==> config.mk <==
export PLATFORM = sky130hd
export DESIGN_NAME = pet_ctl_top
export DESIGN_NICKNAME = d
export VERILOG_FILES = /design/src/rtl/pet_regs_pkg.sv /design/src/rtl/reg_bus_slave.sv /design/src/rtl/register_file.sv /design/src/rtl/pet_ctl_top.sv
export SDC_FILE = /design/constraint.sdc
export NUM_CORES = 1
export LEC_CHECK = 0
export BUFFER_PORTS_ARGS = -buffer_cell sky130_fd_sc_hd__buf_2
export CAP_MARGIN = 0
export CORE_AREA = 5 5 71 73
export CTS_BUF_LIST = sky130_fd_sc_hd__clkbuf_8 sky130_fd_sc_hd__clkbuf_16
export DETAILED_ROUTE_END_ITERATION = 10
export DIE_AREA = 0 0 76 78
export SLEW_MARGIN = 20
export SYNTH_ARGS = -nofsm -noshare
export SYNTH_HDL_FRONTEND = slang
export SYNTH_HIERARCHICAL = 1
export SYNTH_SLANG_ARGS = --single-unit
==> constraint.sdc <==
create_clock -name clock_i -period 1.5 [get_ports clock_i]
set_input_delay 0.375 -clock clock_i [delete_from_list [all_inputs] [get_ports clock_i]]
set_output_delay 0.375 -clock clock_i [all_outputs]
set_load 0.03 [all_outputs]
==> src/rtl/pet_regs_pkg.sv <==
/* PET control register definitions */
package pet_regs_pkg;

    // Bus and register widths
    localparam int DATA_WIDTH     = 8;
    localparam int REG_ADDR_WIDTH = 4;

    // Single 8-bit lane
    typedef logic [DATA_WIDTH-1:0]     data_t;
    // 16 register locations
    typedef logic [REG_ADDR_WIDTH-1:0] reg_addr_t;

    // Register map
    localparam reg_addr_t REG_STATUS = 4'd0;
    localparam reg_addr_t REG_CPU    = 4'd1;
    localparam reg_addr_t REG_VIDEO  = 4'd2;

    // Status register bits, read-only
    localparam int REG_STATUS_GRAPHICS_BIT = 0;
    localparam int REG_STATUS_CRT_BIT      = 1;
    localparam int REG_STATUS_KEYBOARD_BIT = 2;

    // CPU control register bits
    localparam int REG_CPU_READY_BIT = 0;
    localparam int REG_CPU_RESET_BIT = 1;
    localparam int REG_CPU_NMI_BIT   = 2;

    // Video control register bits
    localparam int REG_VIDEO_COL_80_BIT    = 0;
    localparam int REG_VIDEO_RAM_MASK_LSB  = 1;
    localparam int REG_VIDEO_RAM_MASK_MSB  = 2;

    // CPU held in reset, not ready, no NMI
    localparam data_t CPU_RESET_VALUE   = 8'b0000_0010;
    // 40 columns, no RAM mask
    localparam data_t VIDEO_RESET_VALUE = 8'b0000_0000;

    // One register access, valid for a single cycle
    typedef struct packed {
        logic      valid;
        logic      write;
        reg_addr_t addr;
        data_t     wdata;
    } reg_req_t;

    // Status inputs, graphics in the LSB
    typedef struct packed {
        logic keyboard;
        logic crt;
        logic graphics;
    } status_t;

    // CPU control lines, ready in the LSB
    typedef struct packed {
        logic nmi;
        logic reset;
        logic ready;
    } cpu_ctl_t;

    // Video control lines
    typedef struct packed {
        logic [1:0] ram_mask;
        logic       col_80_mode;
    } video_ctl_t;

endpackage

==> src/rtl/reg_bus_slave.sv <==
/* Pipelined Wishbone register slave */
`timescale 1ns/1ps

module reg_bus_slave
    import pet_regs_pkg::*;
(
    input  logic      clock_i,
    input  logic      reset_n_i,

    // Wishbone pipelined slave port
    input  logic      wb_cycle_i,
    input  logic      wb_strobe_i,
    input  logic      wb_we_i,
    input  logic      wb_sel_i,
    input  reg_addr_t wb_addr_i,
    input  data_t     wb_data_i,
    output data_t     wb_data_o,
    output logic      wb_ack_o,
    output logic      wb_stall_o,

    // Register file side
    output reg_req_t  req_o,
    input  data_t     rdata_i
);

    // Request accepted this edge
    logic  accept;
    // Read access accepted this edge
    logic  read_accept;
    // Registered ack, one cycle after accept
    logic  ack_q;
    // Registered read data, zero outside read acks
    data_t data_q;

    // Cycle and strobe together form a request
    assign accept      = wb_cycle_i && wb_strobe_i;
    assign read_accept = accept && !wb_we_i;

    // Register file sees the request in the accepting cycle
    always_comb begin
        req_o.valid = accept;
        // Byte lane off means no write at all
        req_o.write = accept && wb_we_i && wb_sel_i;
        req_o.addr  = wb_addr_i;
        req_o.wdata = wb_data_i;
    end

    // Ack and read data return one cycle later
    always_ff @(posedge clock_i or negedge reset_n_i) begin
        if (!reset_n_i) begin
            ack_q  <= 1'b0;
            data_q <= '0;
        end else begin
            // One ack per accepted strobe, in order
            ack_q <= accept;

            // Capture the mux output for reads only
            if (read_accept) begin
                data_q <= rdata_i;
            end else begin
                data_q <= '0;
            end
        end
    end

    assign wb_ack_o  = ack_q;
    assign wb_data_o = data_q;

    // Single-cycle access, the bus never waits
    assign wb_stall_o = 1'b0;

endmodule

==> src/rtl/register_file.sv <==
/* PET control register file */
`timescale 1ns/1ps

module register_file
    import pet_regs_pkg::*;
(
    input  logic       clock_i,
    input  logic       reset_n_i,

    // Access from the bus slave
    input  reg_req_t   req_i,
    output data_t      rdata_o,

    // Asynchronous status inputs
    input  status_t    status_i,

    // Control outputs
    output cpu_ctl_t   cpu_o,
    output video_ctl_t video_o
);

    // Flip-flops between the pins and the status byte
    localparam int SYNC_STAGES = 2;

    // Synchronizer chain, stage 0 samples the pins
    status_t [SYNC_STAGES-1:0] sync_q;
    // Synchronized status, last stage
    status_t                   status_sync;
    // Status byte as seen by reads
    data_t                     status_byte;

    // Writable registers, full bytes
    data_t cpu_q;
    data_t video_q;

    // Write strobes per register
    logic  cpu_we;
    logic  video_we;

    // Status synchronizer
    always_ff @(posedge clock_i or negedge reset_n_i) begin
        if (!reset_n_i) begin
            sync_q <= '0;
        end else begin
            sync_q[0] <= status_i;
            // Shift toward the last stage
            for (int i = 1; i < SYNC_STAGES; i++) begin
                sync_q[i] <= sync_q[i-1];
            end
        end
    end

    assign status_sync = sync_q[SYNC_STAGES-1];

    // Place each status input at its bit, upper bits zero
    always_comb begin
        status_byte                          = '0;
        status_byte[REG_STATUS_GRAPHICS_BIT] = status_sync.graphics;
        status_byte[REG_STATUS_CRT_BIT]      = status_sync.crt;
        status_byte[REG_STATUS_KEYBOARD_BIT] = status_sync.keyboard;
    end

    // Write decode
    // Status and unmapped locations have no strobe
    assign cpu_we   = req_i.valid && req_i.write && (req_i.addr == REG_CPU);
    assign video_we = req_i.valid && req_i.write && (req_i.addr == REG_VIDEO);

    // CPU control register
    always_ff @(posedge clock_i or negedge reset_n_i) begin
        if (!reset_n_i) begin
            // CPU starts held in reset
            cpu_q <= CPU_RESET_VALUE;
        end else if (cpu_we) begin
            // All 8 bits kept so reads match writes
            cpu_q <= req_i.wdata;
        end
    end

    // Video control register
    always_ff @(posedge clock_i or negedge reset_n_i) begin
        if (!reset_n_i) begin
            video_q <= VIDEO_RESET_VALUE;
        end else if (video_we) begin
            video_q <= req_i.wdata;
        end
    end

    // Read multiplexer, combinational
    always_comb begin
        case (req_i.addr)
            REG_STATUS: rdata_o = status_byte;
            REG_CPU:    rdata_o = cpu_q;
            REG_VIDEO:  rdata_o = video_q;
            // Unmapped locations read as zero
            default:    rdata_o = '0;
        endcase
    end

    // CPU control lines from their bit positions
    always_comb begin
        cpu_o.ready = cpu_q[REG_CPU_READY_BIT];
        cpu_o.reset = cpu_q[REG_CPU_RESET_BIT];
        cpu_o.nmi   = cpu_q[REG_CPU_NMI_BIT];
    end

    // Video control lines
    always_comb begin
        video_o.col_80_mode = video_q[REG_VIDEO_COL_80_BIT];
        // Two-bit mask field
        video_o.ram_mask    = video_q[REG_VIDEO_RAM_MASK_MSB:REG_VIDEO_RAM_MASK_LSB];
    end

endmodule

==> src/rtl/pet_ctl_top.sv <==
/* PET control register block top */
`timescale 1ns/1ps

module pet_ctl_top
    import pet_regs_pkg::*;
(
    input  logic       clock_i,
    input  logic       reset_n_i,

    // Wishbone pipelined slave port
    input  logic       wb_cycle_i,
    input  logic       wb_strobe_i,
    input  logic       wb_we_i,
    input  logic       wb_sel_i,
    input  reg_addr_t  wb_addr_i,
    input  data_t      wb_data_i,
    output data_t      wb_data_o,
    output logic       wb_ack_o,
    output logic       wb_stall_o,

    // Status inputs, asynchronous
    input  logic       video_graphic_i,
    input  logic       config_crt_i,
    input  logic       config_keyboard_i,

    // CPU control
    output logic       cpu_ready_o,
    output logic       cpu_reset_o,
    output logic       cpu_nmi_o,

    // Video control
    output logic       video_col_80_mode_o,
    output logic [1:0] video_ram_mask_o
);

    // Request from bus slave, read data back
    reg_req_t   req;
    data_t      rdata;

    // Grouped status and control lines
    status_t    status;
    cpu_ctl_t   cpu;
    video_ctl_t video;

    // Gather status pins
    assign status.graphics = video_graphic_i;
    assign status.crt      = config_crt_i;
    assign status.keyboard = config_keyboard_i;

    // Bus front end
    reg_bus_slave reg_bus_slave_i (
        .clock_i    (clock_i),
        .reset_n_i  (reset_n_i),
        .wb_cycle_i (wb_cycle_i),
        .wb_strobe_i(wb_strobe_i),
        .wb_we_i    (wb_we_i),
        .wb_sel_i   (wb_sel_i),
        .wb_addr_i  (wb_addr_i),
        .wb_data_i  (wb_data_i),
        .wb_data_o  (wb_data_o),
        .wb_ack_o   (wb_ack_o),
        .wb_stall_o (wb_stall_o),
        .req_o      (req),
        .rdata_i    (rdata)
    );

    // Register storage
    register_file register_file_i (
        .clock_i  (clock_i),
        .reset_n_i(reset_n_i),
        .req_i    (req),
        .rdata_o  (rdata),
        .status_i (status),
        .cpu_o    (cpu),
        .video_o  (video)
    );

    // Break control structs onto named ports
    assign cpu_ready_o         = cpu.ready;
    assign cpu_reset_o         = cpu.reset;
    assign cpu_nmi_o           = cpu.nmi;
    assign video_col_80_mode_o = video.col_80_mode;
    assign video_ram_mask_o    = video.ram_mask;

endmodule

==> metrics.csv <==
metric;value;unit
Syn Inst Count;109;
Mapped Nets;130;
post-CTS setup buffers;0;
layout cell share with drive strength beyond 1;0.556;
Initial Util;0.336;
Tot Pwr;0.00166;W
Leakage;0.869;nW
placed cell area;1550;um^2
DRT iter0 DRCs;18;
Crit Path Category;reg -> out;
endpoints failing setup;0;
Hold Vio Cnt, Final;0;
peak fanout along the critical path;3;
commonest non-fill, non-tap cells in the layout;buf_2, dfrtp_1, mux2_2, and4b_1;
Slowest-stage cell, CP;dfstp_2;
routed len/inst;14.2;um
sequential area share after synthesis;0.539;
Clock Skew;0.00659;ns
MaxCap Viol Count;0;
height of the die;78;um
total CTS buffers;5;
drt pass-1 iters;3;
#FFs+latches synth;31;
Fillers;427;
antenna-violating nets left;0;
gpl congestion;0.787;
top routing layer used;met4;
die width;76;um
switching share of total power;0.250;
Mean Syn Cell Area;13.2;um^2
clock buffer depth;2;
Layout Nets;155;
CTS HTree Levels;2;
Die ar.;5930;um^2
initial antenna violation count;0;
Via Count;848;
clk slew on worst S/H paths;0.07;ns
# diodes;0;
commonest non-fill, non-tap cell in the layout;buf_2;
Hold-fix buffers, CTS;0;
Remaining DRCs;0;
IR drop worst, VDD;388;uV
status;finished, final reports clean;
Site Rows;24;
post-CTS sizing;0;
Routed met1 length;1090;um
Remaining Overflow, GRT;0;
Largest stage delay, worst path;0.54;ns
Final Util;0.383;
Seq pwr share;0.522;
crit path buf inv count;1;
first-pass GRT wire length;4460;um
met3 wire len;153;um
Syn Std Cell Area;1440;um^2
number of global-route vias before repair;947;
Fin Setup TNS;0;ns
via/cell ratio;4.53;
Top delay family on crit path;flip-flops;
Layout area overhead;14.0;%
P_sw;0.000416;W
hold crit path type;in -> async;
Req. time, crit path;1.12;ns
Worst Setup Start Kind;register;
period utilization;0.927;
Netlist cell types;19;
power share of the combinational group;0.083;
port bufs;35;
RSZ-0062 raised after global routing;false;
Root Driver;clkbuf_8;
PwrDens;1010;nW/um^2
Int Power;0.00125;W
crit path DAT;1.02;ns
# IOs;37;
Skew-Pair Late Insertion Delay;0.28;ns
pin count of the biggest net entering global routing;32;
fin crit period;1.39;ns
fmax;719;MHz
Seq. cell area;777;um^2
Cell Chain, Critical Path;buf_2;
Clk pwr share;0.395;
area of the multi-input gates;488;um^2
Setup crit end kind;output port;
Final Instance Area;1640;um^2
CTS tree;yes;
gr usage total;0.0971;
WL final;2650;um
Yosys warning count;6;
core area;4290;um^2
Clock Sinks;31;
met2 WL post-DR;1320;um
Final Max Tran Viols;0;
-- cell type report --
| class | count | share of cell area |
|---|---|---|
| Clock buffer | 5 | 0.0419 |
| Timing Repair Buffer | 41 | 0.134 |
| Tap cell | 52 | 0.0396 |
| Sequential cell | 31 | 0.473 |
| Multi-Input combinational cell | 55 | 0.297 |
| Clock inverter | 3 | 0.0145 |
-- cell families (layout without fill, tap and decap cells) --
kind of cell / after synthesis / in the layout / share of synthesized area
flops: 31 / 31 / 0.539
buf+inv: 23 / 49 / 0.122
other cells: 1 / 1 / 0.00260
mux: 19 / 19 / 0.146
simple gates: 27 / 27 / 0.154
compound gates: 8 / 8 / 0.0365
-- synthesized netlist by cell type (all sizes together) --
| cell | count | area [um^2] |
|---|---|---|
| dfrtp | 30 | 751 |
| buf | 22 | 173 |
| mux2 | 16 | 180 |
| and4b | 8 | 80.1 |
| nor2 | 6 | 22.5 |
| a22oi | 5 | 37.5 |
| or2 | 4 | 25.0 |
| a21oi | 3 | 15.0 |
| mux2i | 3 | 30.0 |
| nand2 | 3 | 11.3 |
| nand4 | 2 | 42.5 |
| and2 | 1 | 7.51 |
| and2b | 1 | 10.0 |
| and4 | 1 | 8.76 |
| clkbuf | 1 | 3.75 |
| conb | 1 | 3.75 |
| dfstp | 1 | 26.3 |
| nor2b | 1 | 13.8 |
-- state kept, by name, indices dropped and copies added (netlist names) --
name	flops
register_file_i/video_q	8
register_file_i/sync_q	3
reg_bus_slave_i/wb_ack_o	1
register_file_i/cpu_q	8
register_file_i/status_byte	3
reg_bus_slave_i/wb_data_o	8
-- final timing paths --
path	from	endpoint	slack (ns)	depth (start not counted)
setup / recovery	register_file_i/cpu_q[1]	cpu_reset_o	0.11	1
hold / removal	reset_n_i	register_file_i/video_q[2]	0.1	2
setup reg to reg	register_file_i/cpu_q[1]	reg_bus_slave_i/wb_data_o[1]	0.24	4
hold reg to reg	register_file_i/sync_q[1]	register_file_i/status_byte[1]	0.35	0
max in group asynchronous	reset_n_i	register_file_i/cpu_q[1]	1.09	2
min in group clock_i	video_graphic_i	register_file_i/sync_q[0]	0.19	1
-- layer usage --
metal	vias up	global-route usage
li1	408	-
met1	405	0.103
met2	28	0.159
met3	7	0.0347
met4	0	0.0694
met5	-	0
-- through the flow --
step | instances | setup slack [ns] | hold WS (ns)
after floorplan | 109 | 0.0928 | 0.0794
after global placement | 179 | 0.0343 | 0.334
after detailed placement | 179 | 0.0133 | 0.336
after CTS | 187 | 0.0952 | 0.0979
after global routing | 187 | 0.0746 | 0.132
final | 187 | 0.109 | 0.0951
-- power by group through the flow --
stage / Clock (W) / Combinational (W) / Sequential (W)
finish: 0.000657 / 0.000138 / 0.000867
global route: 0.000716 / 0.000153 / 0.000869
CTS: 0.000676 / 0.000140 / 0.000867
floorplan: 0 / 0.0000996 / 0.000884
detailed placement: 0 / 0.000140 / 0.000883
global placement: 0 / 0.000136 / 0.000882
No activity file was read; power rests on OpenSTA's default activity.
